$ cat config.mk
export PLATFORM = sky130hd
export DESIGN_NAME = axis_switch_top
export DESIGN_NICKNAME = d
export VERILOG_FILES = /design/src/axis_switch_pkg.sv /design/src/axis_switch_top.sv /design/src/packet_switch_core.sv /design/src/axil_switch_regs.sv /design/src/skid_buffer.sv
export SDC_FILE = /design/constraint.sdc
export NUM_CORES = 1
export LEC_CHECK = 0
export CAP_MARGIN = 20
export CORE_ASPECT_RATIO = 2
export CORE_MARGIN = 2
export CORE_UTILIZATION = 28
export CTS_CLUSTER_DIAMETER = 30
export CTS_CLUSTER_SIZE = 8
export DETAILED_ROUTE_END_ITERATION = 10
export DONT_BUFFER_PORTS = 1
export PLACE_DENSITY = 0.53
export SLEW_MARGIN = 20
export SYNTH_ARGS = -nofsm -noshare
export SYNTH_HDL_FRONTEND = slang
export SYNTH_SLANG_ARGS = --single-unit
export TNS_END_PERCENT = 10
$ cat constraint.sdc
create_clock -name S_AXI_ACLK -period 1.9 [get_ports S_AXI_ACLK]
set_clock_uncertainty 0.15 [all_clocks]
set_input_delay 0.38 -clock S_AXI_ACLK [delete_from_list [all_inputs] [get_ports S_AXI_ACLK]]
set_output_delay 0.38 -clock S_AXI_ACLK [all_outputs]
set_load 0.01 [all_outputs]
$ cat src/axis_switch_pkg.sv
// Shared widths, stream count and register map of the AXI-Stream packet switch
package axis_switch_pkg;

	////////////////////////////////////////////////////////////
	// AXI4-Lite control bus
	////////////////////////////////////////////////////////////

	// Byte address, two words of register space
	localparam int AXIL_ADDR_WIDTH = 3;
	localparam int AXIL_DATA_WIDTH = 32;
	localparam int AXIL_STRB_WIDTH = AXIL_DATA_WIDTH / 8;
	// Byte offset inside a word, dropped by the decoder
	localparam int ADDR_LSB = 2;

	////////////////////////////////////////////////////////////
	// Stream side
	////////////////////////////////////////////////////////////
	localparam int NUM_STREAMS = 4;
	localparam int LG_STREAMS = $clog2(NUM_STREAMS);
	localparam int AXIS_DATA_WIDTH = 32;

	// Word addresses of the two registers
	localparam logic [AXIL_ADDR_WIDTH-ADDR_LSB-1:0] REG_SELECT = 'd0;
	localparam logic [AXIL_ADDR_WIDTH-ADDR_LSB-1:0] REG_STATUS = 'd1;
	// Status word, packet in progress
	localparam int STATUS_BUSY_BIT = 8;

endpackage
$ cat src/axis_switch_top.sv
// AXI4-Lite controlled AXI-Stream packet switch, register block and switch core joined
module axis_switch_top (
	input  logic                                        S_AXI_ACLK,
	input  logic                                        S_AXI_ARESETN,

	// AXI4-Lite control
	input  logic                                        i_s_axi_awvalid,
	output logic                                        o_s_axi_awready,
	input  logic [axis_switch_pkg::AXIL_ADDR_WIDTH-1:0] i_s_axi_awaddr,
	input  logic [2:0]                                  i_s_axi_awprot,
	input  logic                                        i_s_axi_wvalid,
	output logic                                        o_s_axi_wready,
	input  logic [axis_switch_pkg::AXIL_DATA_WIDTH-1:0] i_s_axi_wdata,
	input  logic [axis_switch_pkg::AXIL_STRB_WIDTH-1:0] i_s_axi_wstrb,
	output logic                                        o_s_axi_bvalid,
	input  logic                                        i_s_axi_bready,
	output logic [1:0]                                  o_s_axi_bresp,
	input  logic                                        i_s_axi_arvalid,
	output logic                                        o_s_axi_arready,
	input  logic [axis_switch_pkg::AXIL_ADDR_WIDTH-1:0] i_s_axi_araddr,
	input  logic [2:0]                                  i_s_axi_arprot,
	output logic                                        o_s_axi_rvalid,
	input  logic                                        i_s_axi_rready,
	output logic [axis_switch_pkg::AXIL_DATA_WIDTH-1:0] o_s_axi_rdata,
	output logic [1:0]                                  o_s_axi_rresp,

	// Input streams
	input  logic [axis_switch_pkg::NUM_STREAMS-1:0]     i_s_axis_tvalid,
	output logic [axis_switch_pkg::NUM_STREAMS-1:0]     o_s_axis_tready,
	input  logic [axis_switch_pkg::NUM_STREAMS*axis_switch_pkg::AXIS_DATA_WIDTH-1:0]
	                                                    i_s_axis_tdata,
	input  logic [axis_switch_pkg::NUM_STREAMS-1:0]     i_s_axis_tlast,

	// Output stream
	output logic                                        o_m_axis_tvalid,
	input  logic                                        i_m_axis_tready,
	output logic [axis_switch_pkg::AXIS_DATA_WIDTH-1:0] o_m_axis_tdata,
	output logic                                        o_m_axis_tlast
);
	import axis_switch_pkg::*;

	// Register block to core
	logic [LG_STREAMS-1:0] req_index;
	// Core back to register block
	logic [LG_STREAMS-1:0] active_index;
	logic                  mid_packet;

	////////////////////////////////////////////////////////////
	// Control registers
	////////////////////////////////////////////////////////////
	axil_switch_regs u_regs (
		.S_AXI_ACLK(S_AXI_ACLK), .S_AXI_ARESETN(S_AXI_ARESETN),
		.i_awvalid(i_s_axi_awvalid), .o_awready(o_s_axi_awready),
		.i_awaddr(i_s_axi_awaddr), .i_awprot(i_s_axi_awprot),
		.i_wvalid(i_s_axi_wvalid), .o_wready(o_s_axi_wready),
		.i_wdata(i_s_axi_wdata), .i_wstrb(i_s_axi_wstrb),
		.o_bvalid(o_s_axi_bvalid), .i_bready(i_s_axi_bready), .o_bresp(o_s_axi_bresp),
		.i_arvalid(i_s_axi_arvalid), .o_arready(o_s_axi_arready),
		.i_araddr(i_s_axi_araddr), .i_arprot(i_s_axi_arprot),
		.o_rvalid(o_s_axi_rvalid), .i_rready(i_s_axi_rready),
		.o_rdata(o_s_axi_rdata), .o_rresp(o_s_axi_rresp),
		.i_active_index(active_index), .i_mid_packet(mid_packet),
		.o_req_index(req_index));

	////////////////////////////////////////////////////////////
	// Stream switch
	////////////////////////////////////////////////////////////
	packet_switch_core u_core (
		.S_AXI_ACLK(S_AXI_ACLK), .S_AXI_ARESETN(S_AXI_ARESETN),
		.i_req_index(req_index),
		.i_s_tvalid(i_s_axis_tvalid), .o_s_tready(o_s_axis_tready),
		.i_s_tdata(i_s_axis_tdata), .i_s_tlast(i_s_axis_tlast),
		.o_m_tvalid(o_m_axis_tvalid), .i_m_tready(i_m_axis_tready),
		.o_m_tdata(o_m_axis_tdata), .o_m_tlast(o_m_axis_tlast),
		.o_active_index(active_index), .o_mid_packet(mid_packet));

endmodule

$ cat src/packet_switch_core.sv
// Packet-boundary stream selector with input skid buffers and a registered output
module packet_switch_core (
	input  logic                                        S_AXI_ACLK,
	input  logic                                        S_AXI_ARESETN,

	// Source requested by software
	input  logic [axis_switch_pkg::LG_STREAMS-1:0]      i_req_index,

	// Input streams, packed by stream number
	input  logic [axis_switch_pkg::NUM_STREAMS-1:0]     i_s_tvalid,
	output logic [axis_switch_pkg::NUM_STREAMS-1:0]     o_s_tready,
	input  logic [axis_switch_pkg::NUM_STREAMS*axis_switch_pkg::AXIS_DATA_WIDTH-1:0]
	                                                    i_s_tdata,
	input  logic [axis_switch_pkg::NUM_STREAMS-1:0]     i_s_tlast,

	// Output stream
	output logic                                        o_m_tvalid,
	input  logic                                        i_m_tready,
	output logic [axis_switch_pkg::AXIS_DATA_WIDTH-1:0] o_m_tdata,
	output logic                                        o_m_tlast,

	// Status toward the register block
	output logic [axis_switch_pkg::LG_STREAMS-1:0]      o_active_index,
	output logic                                        o_mid_packet
);
	import axis_switch_pkg::*;

	logic [NUM_STREAMS-1:0]     skd_valid;
	logic [NUM_STREAMS-1:0]     skd_last;
	logic [NUM_STREAMS-1:0]     skd_ready;
	logic [AXIS_DATA_WIDTH-1:0] skd_data [NUM_STREAMS];
	// Packet state after the last output beat left
	logic                       r_mid_packet;
	logic                       mid_packet;
	logic                       index_pending;

	////////////////////////////////////////////////////////////
	// Input skid buffers
	////////////////////////////////////////////////////////////

	// Unselected inputs take one beat, then stall
	for (genvar gk = 0; gk < NUM_STREAMS; gk++)
	begin : g_input
		skid_buffer #(.DW(AXIS_DATA_WIDTH + 1)) u_skid (
			.i_clk(S_AXI_ACLK), .i_reset(S_AXI_ARESETN),
			.i_valid(i_s_tvalid[gk]), .o_ready(o_s_tready[gk]),
			.i_data({i_s_tdata[gk*AXIS_DATA_WIDTH +: AXIS_DATA_WIDTH], i_s_tlast[gk]}),
			.o_valid(skd_valid[gk]), .i_ready(skd_ready[gk]),
			.o_data({skd_data[gk], skd_last[gk]}));
	end

	////////////////////////////////////////////////////////////
	// Packet tracking and source select
	////////////////////////////////////////////////////////////

	always_ff @(posedge S_AXI_ACLK)
	begin
		if (!S_AXI_ARESETN)
			r_mid_packet <= 1'b0;
		else if (o_m_tvalid)
			r_mid_packet <= !o_m_tlast;
	end

	// Beat in the output register decides, else the remembered state
	assign mid_packet   = o_m_tvalid ? !o_m_tlast : r_mid_packet;
	assign o_mid_packet = mid_packet;

	// Boundary reached and a new source is waiting
	assign index_pending = !mid_packet && (i_req_index != o_active_index);

	always_ff @(posedge S_AXI_ACLK)
	begin
		if (!S_AXI_ARESETN)
			o_active_index <= '0;
		else if (!mid_packet)
			o_active_index <= i_req_index;
	end

	// One-hot ready, blocked by back-pressure or a pending switch
	always_comb
	begin
		skd_ready = NUM_STREAMS'(1) << o_active_index;
		if (o_m_tvalid && !i_m_tready)
			skd_ready = '0;
		if (index_pending)
			skd_ready = '0;
	end

	////////////////////////////////////////////////////////////
	// Registered output stage
	////////////////////////////////////////////////////////////

	always_ff @(posedge S_AXI_ACLK)
	begin
		if (!S_AXI_ARESETN)
			o_m_tvalid <= 1'b0;
		else if (!o_m_tvalid || i_m_tready)
			o_m_tvalid <= |(skd_valid & skd_ready);
	end

	// Payload loads with the valid, content only matters when valid
	always_ff @(posedge S_AXI_ACLK)
	begin
		if (!o_m_tvalid || i_m_tready)
		begin
			o_m_tdata <= skd_data[o_active_index];
			o_m_tlast <= skd_last[o_active_index];
		end
	end

endmodule

$ cat src/axil_switch_regs.sv
// AXI4-Lite slave holding the source select register and reporting switch status
module axil_switch_regs (
	input  logic                                         S_AXI_ACLK,
	input  logic                                         S_AXI_ARESETN,

	// Write address
	input  logic                                         i_awvalid,
	output logic                                         o_awready,
	input  logic [axis_switch_pkg::AXIL_ADDR_WIDTH-1:0]  i_awaddr,
	input  logic [2:0]                                   i_awprot,

	// Write data
	input  logic                                         i_wvalid,
	output logic                                         o_wready,
	input  logic [axis_switch_pkg::AXIL_DATA_WIDTH-1:0]  i_wdata,
	input  logic [axis_switch_pkg::AXIL_STRB_WIDTH-1:0]  i_wstrb,

	// Write response
	output logic                                         o_bvalid,
	input  logic                                         i_bready,
	output logic [1:0]                                   o_bresp,

	// Read address
	input  logic                                         i_arvalid,
	output logic                                         o_arready,
	input  logic [axis_switch_pkg::AXIL_ADDR_WIDTH-1:0]  i_araddr,
	input  logic [2:0]                                   i_arprot,

	// Read data
	output logic                                         o_rvalid,
	input  logic                                         i_rready,
	output logic [axis_switch_pkg::AXIL_DATA_WIDTH-1:0]  o_rdata,
	output logic [1:0]                                   o_rresp,

	// Switch core side
	input  logic [axis_switch_pkg::LG_STREAMS-1:0]       i_active_index,
	input  logic                                         i_mid_packet,
	output logic [axis_switch_pkg::LG_STREAMS-1:0]       o_req_index
);
	import axis_switch_pkg::*;

	localparam int WADDR_W = AXIL_ADDR_WIDTH - ADDR_LSB;

	logic                       awskd_valid;
	logic [WADDR_W-1:0]         awskd_addr;
	logic                       wskd_valid;
	logic [AXIL_DATA_WIDTH-1:0] wskd_data;
	logic [AXIL_STRB_WIDTH-1:0] wskd_strb;
	logic                       arskd_valid;
	logic [WADDR_W-1:0]         arskd_addr;
	logic                       write_ready;
	logic                       read_ready;
	logic [AXIL_DATA_WIDTH-1:0] merged_word;
	logic [AXIL_DATA_WIDTH-1:0] read_word;

	// Byte lanes with strobe set take new data
	function automatic logic [AXIL_DATA_WIDTH-1:0] apply_wstrb(
		input logic [AXIL_DATA_WIDTH-1:0] prior,
		input logic [AXIL_DATA_WIDTH-1:0] value,
		input logic [AXIL_STRB_WIDTH-1:0] strb
	);
		logic [AXIL_DATA_WIDTH-1:0] merged;
		merged = prior;
		for (int k = 0; k < AXIL_STRB_WIDTH; k++)
		begin
			if (strb[k])
				merged[k*8 +: 8] = value[k*8 +: 8];
		end
		return merged;
	endfunction

	////////////////////////////////////////////////////////////
	// Write path
	////////////////////////////////////////////////////////////

	// Only the word address is kept
	skid_buffer #(.DW(WADDR_W)) u_aw_skid (
		.i_clk(S_AXI_ACLK), .i_reset(S_AXI_ARESETN),
		.i_valid(i_awvalid), .o_ready(o_awready),
		.i_data(i_awaddr[AXIL_ADDR_WIDTH-1:ADDR_LSB]),
		.o_valid(awskd_valid), .i_ready(write_ready), .o_data(awskd_addr));

	skid_buffer #(.DW(AXIL_DATA_WIDTH + AXIL_STRB_WIDTH)) u_w_skid (
		.i_clk(S_AXI_ACLK), .i_reset(S_AXI_ARESETN),
		.i_valid(i_wvalid), .o_ready(o_wready), .i_data({i_wdata, i_wstrb}),
		.o_valid(wskd_valid), .i_ready(write_ready), .o_data({wskd_data, wskd_strb}));

	// Both halves present and B channel free
	assign write_ready = awskd_valid && wskd_valid && (!o_bvalid || i_bready);

	always_ff @(posedge S_AXI_ACLK)
	begin
		if (!S_AXI_ARESETN)
			o_bvalid <= 1'b0;
		else if (write_ready)
			o_bvalid <= 1'b1;
		else if (i_bready)
			o_bvalid <= 1'b0;
	end

	assign o_bresp = 2'b00;

	// Select register, zero-extended before the merge
	assign merged_word = apply_wstrb({{(AXIL_DATA_WIDTH-LG_STREAMS){1'b0}}, o_req_index},
		wskd_data, wskd_strb);

	// Status is read-only, writes there fall through
	always_ff @(posedge S_AXI_ACLK)
	begin
		if (!S_AXI_ARESETN)
			o_req_index <= '0;
		else if (write_ready && awskd_addr == REG_SELECT)
			o_req_index <= merged_word[LG_STREAMS-1:0];
	end

	////////////////////////////////////////////////////////////
	// Read path
	////////////////////////////////////////////////////////////

	skid_buffer #(.DW(WADDR_W)) u_ar_skid (
		.i_clk(S_AXI_ACLK), .i_reset(S_AXI_ARESETN),
		.i_valid(i_arvalid), .o_ready(o_arready),
		.i_data(i_araddr[AXIL_ADDR_WIDTH-1:ADDR_LSB]),
		.o_valid(arskd_valid), .i_ready(read_ready), .o_data(arskd_addr));

	// R channel free or draining this cycle
	assign read_ready = arskd_valid && (!o_rvalid || i_rready);

	always_ff @(posedge S_AXI_ACLK)
	begin
		if (!S_AXI_ARESETN)
			o_rvalid <= 1'b0;
		else if (read_ready)
			o_rvalid <= 1'b1;
		else if (i_rready)
			o_rvalid <= 1'b0;
	end

	// Address decode
	always_comb
	begin
		read_word = '0;
		case (arskd_addr)
			REG_SELECT: read_word[LG_STREAMS-1:0] = o_req_index;
			REG_STATUS:
			begin
				read_word[LG_STREAMS-1:0] = i_active_index;
				read_word[STATUS_BUSY_BIT] = i_mid_packet;
			end
			default: read_word = '0;
		endcase
	end

	// Held until the next accepted read
	always_ff @(posedge S_AXI_ACLK)
	begin
		if (read_ready)
			o_rdata <= read_word;
	end

	assign o_rresp = 2'b00;

endmodule

$ cat src/skid_buffer.sv
// Valid/ready skid buffer with a registered upstream ready and pass-through when empty
module skid_buffer #(
	// Payload width
	parameter int DW = 8
) (
	input  logic          i_clk,
	// Synchronous, active low
	input  logic          i_reset,

	// Upstream side
	input  logic          i_valid,
	output logic          o_ready,
	input  logic [DW-1:0] i_data,

	// Downstream side
	output logic          o_valid,
	input  logic          i_ready,
	output logic [DW-1:0] o_data
);

	////////////////////////////////////////////////////////////
	// Overflow entry
	////////////////////////////////////////////////////////////

	// Set while a beat waits for downstream
	logic          r_valid;
	// Payload of the held beat
	logic [DW-1:0] r_data;

	// Ready from a register only, no path from i_ready
	assign o_ready = !r_valid;

	always_ff @(posedge i_clk)
	begin
		if (!i_reset)
			r_valid <= 1'b0;
		// Beat arrives while downstream stalls
		else if (i_valid && o_ready && !i_ready)
			r_valid <= 1'b1;
		// Held beat drained
		else if (i_ready)
			r_valid <= 1'b0;
	end

	// Capture whenever empty, only kept if r_valid sets
	always_ff @(posedge i_clk)
	begin
		if (o_ready)
			r_data <= i_data;
	end

	////////////////////////////////////////////////////////////
	// Output select
	////////////////////////////////////////////////////////////

	// Held beat goes first, otherwise straight through
	assign o_valid = i_valid || r_valid;
	assign o_data  = r_valid ? r_data : i_data;

endmodule

# Yosys cells after proc, flatten, opt, wreduce, memory -nomap -nowiden
# Index checks and enable logic that the tools add are counted.
# totals
register_bits	191
latch_bits	0
mem_bits_rw	0
rom_bits	0
input_bits	192
output_inout_bits	79
elab_cells	126
mem_count	0
# op_classes
n_addsub	0
n_mul	0
div	0
order_cmp	2
n_eq_ne	1
shifts	1
muxes	33
n_bitwise	4
n_reduce_logical	60
# op_table
operator	n
$mux W33	4
$bmux W32 S2	1
$mux W32	2
$mux W1	21
$logic_and A1 B1 Y1	20
$logic_not A1 Y1	19
$reduce_bool A2 Y1	9
$logic_or A1 B1 Y1	10
$mux W4	2
$mux W6	1
$and A4 B4 Y4	1
$pmux W2 S2	1
$reduce_or A4 Y1	1
$shl A1 B2 Y4 const A	1
$ge A3 B3 Y1 const B	1
$lt A2 B3 Y1 const B	1
$not A2 Y3	1
$bmux W1 S2	1
$ne A2 B2 Y1	1
$not A1 Y1	2
$reduce_and A2 Y1	1

# Logic depth before layout (Yosys ltp)
# Gate-level depths: netlist of run 1.
# logic_depth
ltp_word	8
ltp_mapped	6
depth_no_buf	4

# Modules after synthesis
# A second synthesis of run 1 with hierarchy kept.
# hier_totals
hier_cells	557
hier_area_um2	9063.7
# modules_own_cells
mod	instances	cells_each	area_per_inst_um2
skid_buffer (u_core.g_input[0].u_skid ...)	4	74	1253.7
packet_switch_core	1	110	2072.0
skid_buffer (u_regs.u_w_skid)	1	80	1275.0
axil_switch_regs	1	59	561.8
skid_buffer (u_regs.u_ar_skid ...)	2	6	70.1

# Worst setup path after synthesis of run 1
# No wires, ideal clock.
# synth_path
path_kind	input-to-reg
from	input i_m_axis_tready
to	register u_core.g_input[2].u_skid.r_valid
t_arrival_ns	1.702
t_required_ns	1.613
path_slack_ns	-0.089
stages	3
cell_sequence	nand2b_1 > a21boi_1 > a31oi_1
# synth_via
elab_chain_cells	7
word_cells_on_any_way	8
# synth_lines
element	line	source
start: declaration	axis_switch_top.sv:36	input logic i_m_axis_tready,
$logic_not A1 Y1 (*)	packet_switch_core.sv:83	if (o_m_tvalid && !i_m_tready)
$logic_and A1 B1 Y1 (*)	packet_switch_core.sv:83	
$mux W4 (*)	packet_switch_core.sv:83	
$mux W4 (*)	packet_switch_core.sv:85	if (index_pending)
$logic_not A1 Y1	skid_buffer.sv:38	else if (i_valid && o_ready && !i_ready)
$logic_and A1 B1 Y1	skid_buffer.sv:38	
$mux W1 / $reduce_bool A2 Y1 (equally long branches)	--	
end signal: assignment	skid_buffer.sv:36	r_valid <= 1'b0;
end signal: assignment	skid_buffer.sv:39	r_valid <= 1'b1;
end signal: assignment	skid_buffer.sv:42	r_valid <= 1'b0;
end: declaration	skid_buffer.sv:26	logic r_valid;
# Every way passes the cells marked *; elsewhere a longest branch is shown, timed or not.
# A chain may end at the register's enable or synchronous reset.

# Worst setup path after layout of run 1
# layout_path
from	register u_core.g_input[1].u_skid.r_valid
to	register u_core.o_m_tdata[1] (netlist name) (data pin)
# layout_via
elab_chain_cells	4
# layout_lines
element	line	source
start: declaration	skid_buffer.sv:26	
start signal: assignment	skid_buffer.sv:36	
start signal: assignment	skid_buffer.sv:39	
start signal: assignment	skid_buffer.sv:42	
$mux W33	--	
net u_core.g_input[1].u_skid.o_data[2]	skid_buffer.sv:18	output logic [DW-1:0] o_data
$bmux W32 S2	packet_switch_core.sv:106	o_m_tdata <= skd_data[o_active_index];
$mux W32 (not written as such) (2 in series)	packet_switch_core.sv:106	
end signal: assignment	packet_switch_core.sv:106	
end: declaration	packet_switch_core.sv:19	output logic [axis_switch_pkg::AXIS_DATA_WIDTH-1:0] o_m_tdata,
# The timed path passes the listed nets, and every way through them passes these cells. The select of a mux whose other input is x is not followed.

==> results of run 1 <==
-- worst reg2reg max path, stage by stage (launching register included) --
cell and delay (ps):
dfxtp_2 390, buf_12 200, mux2_2 410, mux4_2 460
-- kinds of logic (layout without fill, tap and decap cells) --
family,Yosys count,in the layout,synth area share
compound gates,20,20,0.0158
other cells,1,35,0.000487
buf+inv,74,209,0.0712
simple gates,26,26,0.0179
flops,188,188,0.536
xor+xnor,2,2,0.00228
mux,175,175,0.357
-- metrics by stage --
step | setup TNS, ps | cells | cell area (um^2) | setup WS (ps)
4_1_cts | 0 | 1001 | 10100 | 30.6
2_1_floorplan | 0 | 518 | 7820 | 101
3_5_place_dp | -10.3 | 823 | 8070 | -10.3
3_3_place_gp | 0 | 823 | 8070 | 55.6
6_report | 0 | 1003 | 10100 | 31.2
5_1_grt | 0 | 1002 | 10100 | 3.66
-- cell usage in the layout, fill, tap and decap left out, types with 2 or more instances in the layout --
cell type,n
mux2_2,23
clkbuf_16,17
clkinv_4,2
xnor2_1,2
mux2_4,109
clkinv_2,4
dfxtp_4,2
clkinvlp_4,2
mux4_2,33
clkbuf_1,4
dlygate4sd3_1,146
diode_2,2
inv_6,2
buf_12,13
dfxtp_1,146
conb_1,33
nand2_1,3
buf_4,6
a21oi_1,2
edfxtp_1,36
dfxtp_2,4
mux2_1,4
inv_1,11
mux2i_1,6
nor2_1,14
a31oi_1,4
o21ai_0,8
nor2b_1,2
-- synth_stat cells --
cell      number  share of area
buf_6         16          0.023
a21oi_1        2         0.0013
xnor2_1        2         0.0023
dfxtp_1      152           0.40
a21o_1         1        0.00098
o21ai_0        8         0.0052
nand2b_1       2         0.0016
a21boi_1       1        0.00098
or3_1          1        0.00081
o211ai_1       1        0.00098
or2_2          1        0.00081
a22o_1         1         0.0011
o22ai_1        1        0.00081
mux2_4       109           0.21
nor2b_1        2         0.0016
inv_1         11         0.0054
mux2i_1        6         0.0078
buf_2          3         0.0020
buf_1          3         0.0015
nor2_1        14         0.0068
clkbuf_1       1        0.00049
mux2_2        23          0.034
nand2_1        3         0.0015
a31oi_1        4         0.0033
mux2_1         4         0.0059
buf_4         39          0.038
nor3_1         1        0.00065
o311ai_0       1         0.0011
clkinv_1       1        0.00049
nor4b_4        1         0.0031
edfxtp_1      36           0.14
nor3b_1        1        0.00098
conb_1         1        0.00049
mux4_2        33          0.097
-- what timing repair did --
action                                 4_1_cts  5_1_grt
setup endpoints to repair                    2        0
hold buffers                               146        0
resized for setup                            1        0
buffers inserted                             0        0
endpoints found under the hold margin      146        0
-- power by group through the flow --
stage / combinational, W / clock [W] / sequential [W]
2_1_floorplan: 0.000936 / 0 / 0.00474
3_3_place_gp: 0.00103 / 0 / 0.00481
3_5_place_dp: 0.00107 / 0 / 0.00482
4_1_cts: 0.00134 / 0.00336 / 0.00474
5_1_grt: 0.00143 / 0.00351 / 0.00477
6_report: 0.00134 / 0.00326 / 0.00474
-- flip-flops by register name, summed over array words and instances, names as in the netlist --
name and count:
u_regs.u_aw_skid.r_data 1, u_regs.u_ar_skid.r_valid 1, u_regs.o_bvalid 1, u_core.g_input.u_skid.r_valid 4
u_regs.u_aw_skid.r_valid 1, u_core.o_m_tlast 1, u_regs.o_rvalid 1, u_core.r_mid_packet 1
u_regs.o_rdata 3, u_core.g_input.u_skid.r_data 132, u_regs.o_req_index 2, u_regs.u_w_skid.r_data 3
u_core.o_active_index 2, u_core.o_m_tdata 32, u_core.o_m_tvalid 1, u_regs.u_w_skid.r_valid 1
u_regs.u_ar_skid.r_data 1
-- metal layers --
layer / routed length, um / GRT usage / part of all wire / up-vias
li1: - / - / - / 1994
met1: 7040 / 0.138 / 0.36 / 2185
met2: 11000 / 0.251 / 0.56 / 184
met3: 1040 / 0.0445 / 0.053 / 38
met4: 550 / 0.0714 / 0.028 / 2
met5: 13 / 0 / 0.00066 / -
-- worst max-delay path by stage --
stage,start,to
3_5_place_dp,u_core.g_input[3].u_skid.r_valid,u_core.o_m_tdata[1]
2_1_floorplan,u_core.o_active_index[0],u_core.o_m_tdata[15]
6_report,u_core.g_input[1].u_skid.r_valid,u_core.o_m_tdata[1]
4_1_cts,u_core.g_input[1].u_skid.r_valid,u_core.o_m_tdata[1]
3_3_place_gp,u_core.g_input[0].u_skid.r_valid,u_core.o_m_tdata[29]
5_1_grt,u_core.g_input[0].u_skid.r_valid,u_core.o_m_tdata[29]
-- area by class of cell --
| cell class | instances | share of cell area |
|---|---|---|
| Clock inverter | 10 | 0.00697 |
| Clock buffer | 22 | 0.0451 |
| Timing Repair Buffer | 165 | 0.176 |
| Multi-Input combinational cell | 256 | 0.313 |
| Sequential cell | 188 | 0.411 |
| Tap cell | 348 | 0.0433 |
| Antenna cell | 2 | 0.000498 |
| Inverter | 12 | 0.00448 |
==> metrics.txt, run 1 <==
status complete, no violations; CTS Buf Count 17; synthesized area 7700 um^2; Distinct cells, synth 34; worst skew pair latency 440 ps; Critical Path Fanout Max 18; Synth Instances 486; clock network fraction of total power 0.349; CTS tree built; R2R Setup Slk 30 ps; Cell Pwr Density 928 nW/um^2; Worst Hold Endpoint u_core.g_input[0].u_skid.r_valid; register bit count reported by yosys 188; total power 0.00934 W; Synth Area per Inst 15.8 um^2; Final min period 1870 ps; sequential element share of the synthesized area 0.536; DRC 0; FF-to-FF path depth 3; Worst R2R Start u_core.g_input[1].u_skid.r_valid; Crit Path Class flip-flop to flip-flop; Worst EP arrival 1900 ps; Ys Warns 0; area of the die 28,900 um^2; largest net degree at the start of global routing 19; Sequential cell area 4140 um^2; vias 4,403; Worst Path Buf+Inv 1; Sink Count 188; Power Internal 0.00705 W; root buffer cell clkbuf_16; iteration-0 DRC count of the detailed router 136; post-DR vias/cell 4.39; fillers 2,560; Rows 85; initial core utilization 0.285; Cell Chain, Critical Path buf_12 > mux2_2 > mux4_2; Max-cap violations 0; RSZ-0062 raised after global routing false; Net Sw Frac 0.244; Max Freq 535 MHz; hpwl dp 13,100 um; sequential share of power 0.508; CP max stage delay 460 ps; RD Place Congestion 0.836; Leak 4.01 nW; Clock Pin Slew Worst Setup and Hold Paths 70 ps; Fin Hold WS 50.7 ps; post-route clock period utilization 0.984; per-cell routed wire length 19.6 um; Hold Violations, Final 0; delay-heaviest family, CP multiplexers; drt pass-1 iters 4; GRT Residual Overflow 0; first-pass GRT wire length 29,200 um; Area Overhead vs Synth 30.7%; vias in the first global route 5,047; Core ar. 27,000 um^2; die height 238 um; die span in x 121 um; Net Sw Power 0.00228 W; H-tree depth 4; share of layout cells above drive strength 1 0.338; count of pins over their slew limit 0; Worst Hold Class input port to flip-flop; CP Capture Type flip-flop; Comb power frac 0.143; antenna-violating nets left 0; antenna violations before repair 3; Crit-path slowest cell mux4_2; Max VDD drop 0.582 mV; Setup-failing EPs final 0; PortBufs 0; CTS max path bufs 2; CP Data Required Time 1930 ps; area occupied by multi-input gates 3150 um^2; hold depth 2; io pins 271; overall fraction of global-route tracks in use 0.138; Levels on crit path 3; Critical Path Source Type flip-flop; Layout Nets 832; routed wire length 19,700 um; final core utilization 0.372; Worst R2R End u_core.o_m_tdata[1]; HP Start i_s_axis_tvalid[0]
(Power assumes the default switching activity.)
==> inputs of run 2 (changes only) <==
Settings changed: PLACE_DENSITY 0.53 to 0.5.
==> metrics.txt, run 2 (same netlist as run 1, synthesis figures left out) <==
Max VDD drop 0.540 mV; first-pass GRT wire length 29,000 um; Worst Path Buf+Inv 1; root buffer cell clkbuf_16; antenna-violating nets left 0; Rows 85; overall fraction of global-route tracks in use 0.138; status complete, no violations; Cell Chain, Critical Path buf_12 > mux2_2 > mux4_2; Net Sw Power 0.00239 W; initial core utilization 0.285; die height 238 um; TNS Setup 0 ps; Reg with most FFs u_core.g_input.u_skid.r_data; Core ar. 27,000 um^2; Cell Pwr Density 948 nW/um^2; vias 4,422; worst skew pair latency 450 ps; Sink Count 188; Setup-failing EPs final 0; Critical Path Source Type flip-flop; largest registers u_core.g_input.u_skid.r_data x132, u_core.o_m_tdata x32, u_core.g_input.u_skid.r_valid x4; Worst Hold Class input port to flip-flop; Area Overhead vs Synth 31.4%; delay-heaviest family, CP multiplexers; RD Place Congestion 0.762; Worst EP arrival 1890 ps; max FFs per register 132; Hold Violations, Final 0; CTS tree built; H-tree depth 4; Crit-path slowest cell mux4_2; Crit Path Class flip-flop to flip-flop; post-DR vias/cell 4.41; hpwl dp 13,300 um; antenna violations before repair 4; share of layout cells above drive strength 1 0.345; CTS Buf Count 17; Max-cap violations 0; Final min period 1860 ps; per-cell routed wire length 19.5 um; Clock Pin Slew Worst Setup and Hold Paths 70 ps; vias in the first global route 4,971; Leak 4.04 nW; RSZ-0062 raised after global routing false; post-route clock period utilization 0.980; post-route cell area 10,100 um^2; Layout Nets 832; Power Internal 0.00720 W; number of setup buffers added after CTS 0; routed wire length 19,500 um; most frequent cells in the layout dlygate4sd3_1 (146), dfxtp_1 (146), mux2_4 (109), edfxtp_1 (36); Comb power frac 0.139; CP Data Required Time 1930 ps; DRC 0; area of the die 28,900 um^2; clock network fraction of total power 0.367; largest net degree at the start of global routing 22; die span in x 121 um; CP max stage delay 460 ps; sequential share of power 0.494; Net Sw Frac 0.249; post-place instance area 8070 um^2; fillers 2,559; PortBufs 0; io pins 271; Max Freq 537 MHz; GRT Residual Overflow 0; iteration-0 DRC count of the detailed router 135; count of pins over their slew limit 0; Critical Path Fanout Max 20; drt pass-1 iters 6; CTS max path bufs 2; CP Capture Type flip-flop
run 2: metal layers:
| metal | global-route usage | share of wire | vias to the layer above |
|---|---|---|---|
| li1 | - | - | 1996 |
| met3 | 0.0311 | 0.049 | 35 |
| met1 | 0.141 | 0.36 | 2206 |
| met4 | 0.0784 | 0.033 | 4 |
| met2 | 0.252 | 0.56 | 181 |
| met5 | 0 | 0.0014 | - |
run 2: through the flow:
step,total power (W),hold WS [ps],setup slack [ps],util,instances
final,0.00959,26.6,38.7,0.374,1003
after global routing,0.00996,40.5,2.89,0.374,1003
after CTS,0.00971,11.0,33.4,0.374,1001
after detailed placement,0.00590,303,6.78,0.299,823
after global placement,0.00585,294,27.7,0.299,823
after floorplan,0.00568,284,101,-,518
run 2: layout make-up:
class | instances | area (um^2) | share of cell area
inverters | 12 | 45.0 | 0.00445
multi-input cells | 256 | 3150 | 0.311
flip-flops and latches | 188 | 4140 | 0.409
well taps | 348 | 435 | 0.0430
clock inverters | 12 | 98.8 | 0.00977
clock buffers | 20 | 478 | 0.0473
repair buffers | 165 | 1770 | 0.175
diodes | 2 | 5.00 | 0.000495
run 2: what timing repair did:
item / CTS / global route
setup endpoints to repair: 3 / 0
endpoints found under the hold margin: 145 / 0
hold buffers: 146 / 0
resized for setup: 2 / 0
run 2: power groups by stage:
| stage | logic [W] | clock network [W] | registers [W] |
|---|---|---|---|
| final | 0.00134 | 0.00352 | 0.00474 |
| after global routing | 0.00142 | 0.00376 | 0.00477 |
| after CTS | 0.00134 | 0.00362 | 0.00474 |
| after detailed placement | 0.00107 | 0 | 0.00483 |
| after global placement | 0.00104 | 0 | 0.00481 |
| after floorplan | 0.000936 | 0 | 0.00474 |
run 2: path summary, 6_finish.rpt:
check | slack, ps | start | end | depth (start not counted)
worst max register to register | 40 | u_core.g_input[0].u_skid.r_valid | u_core.o_m_tdata[30] | 3
worst min-delay path | 30 | i_s_axi_araddr[2] | u_regs.u_ar_skid.r_data | 2
worst max-delay path | 40 | u_core.g_input[0].u_skid.r_valid | u_core.o_m_tdata[30] | 3
worst min register to register | 320 | u_core.g_input[3].u_skid.r_data[2] | u_core.g_input[3].u_skid.r_data[2] | 1
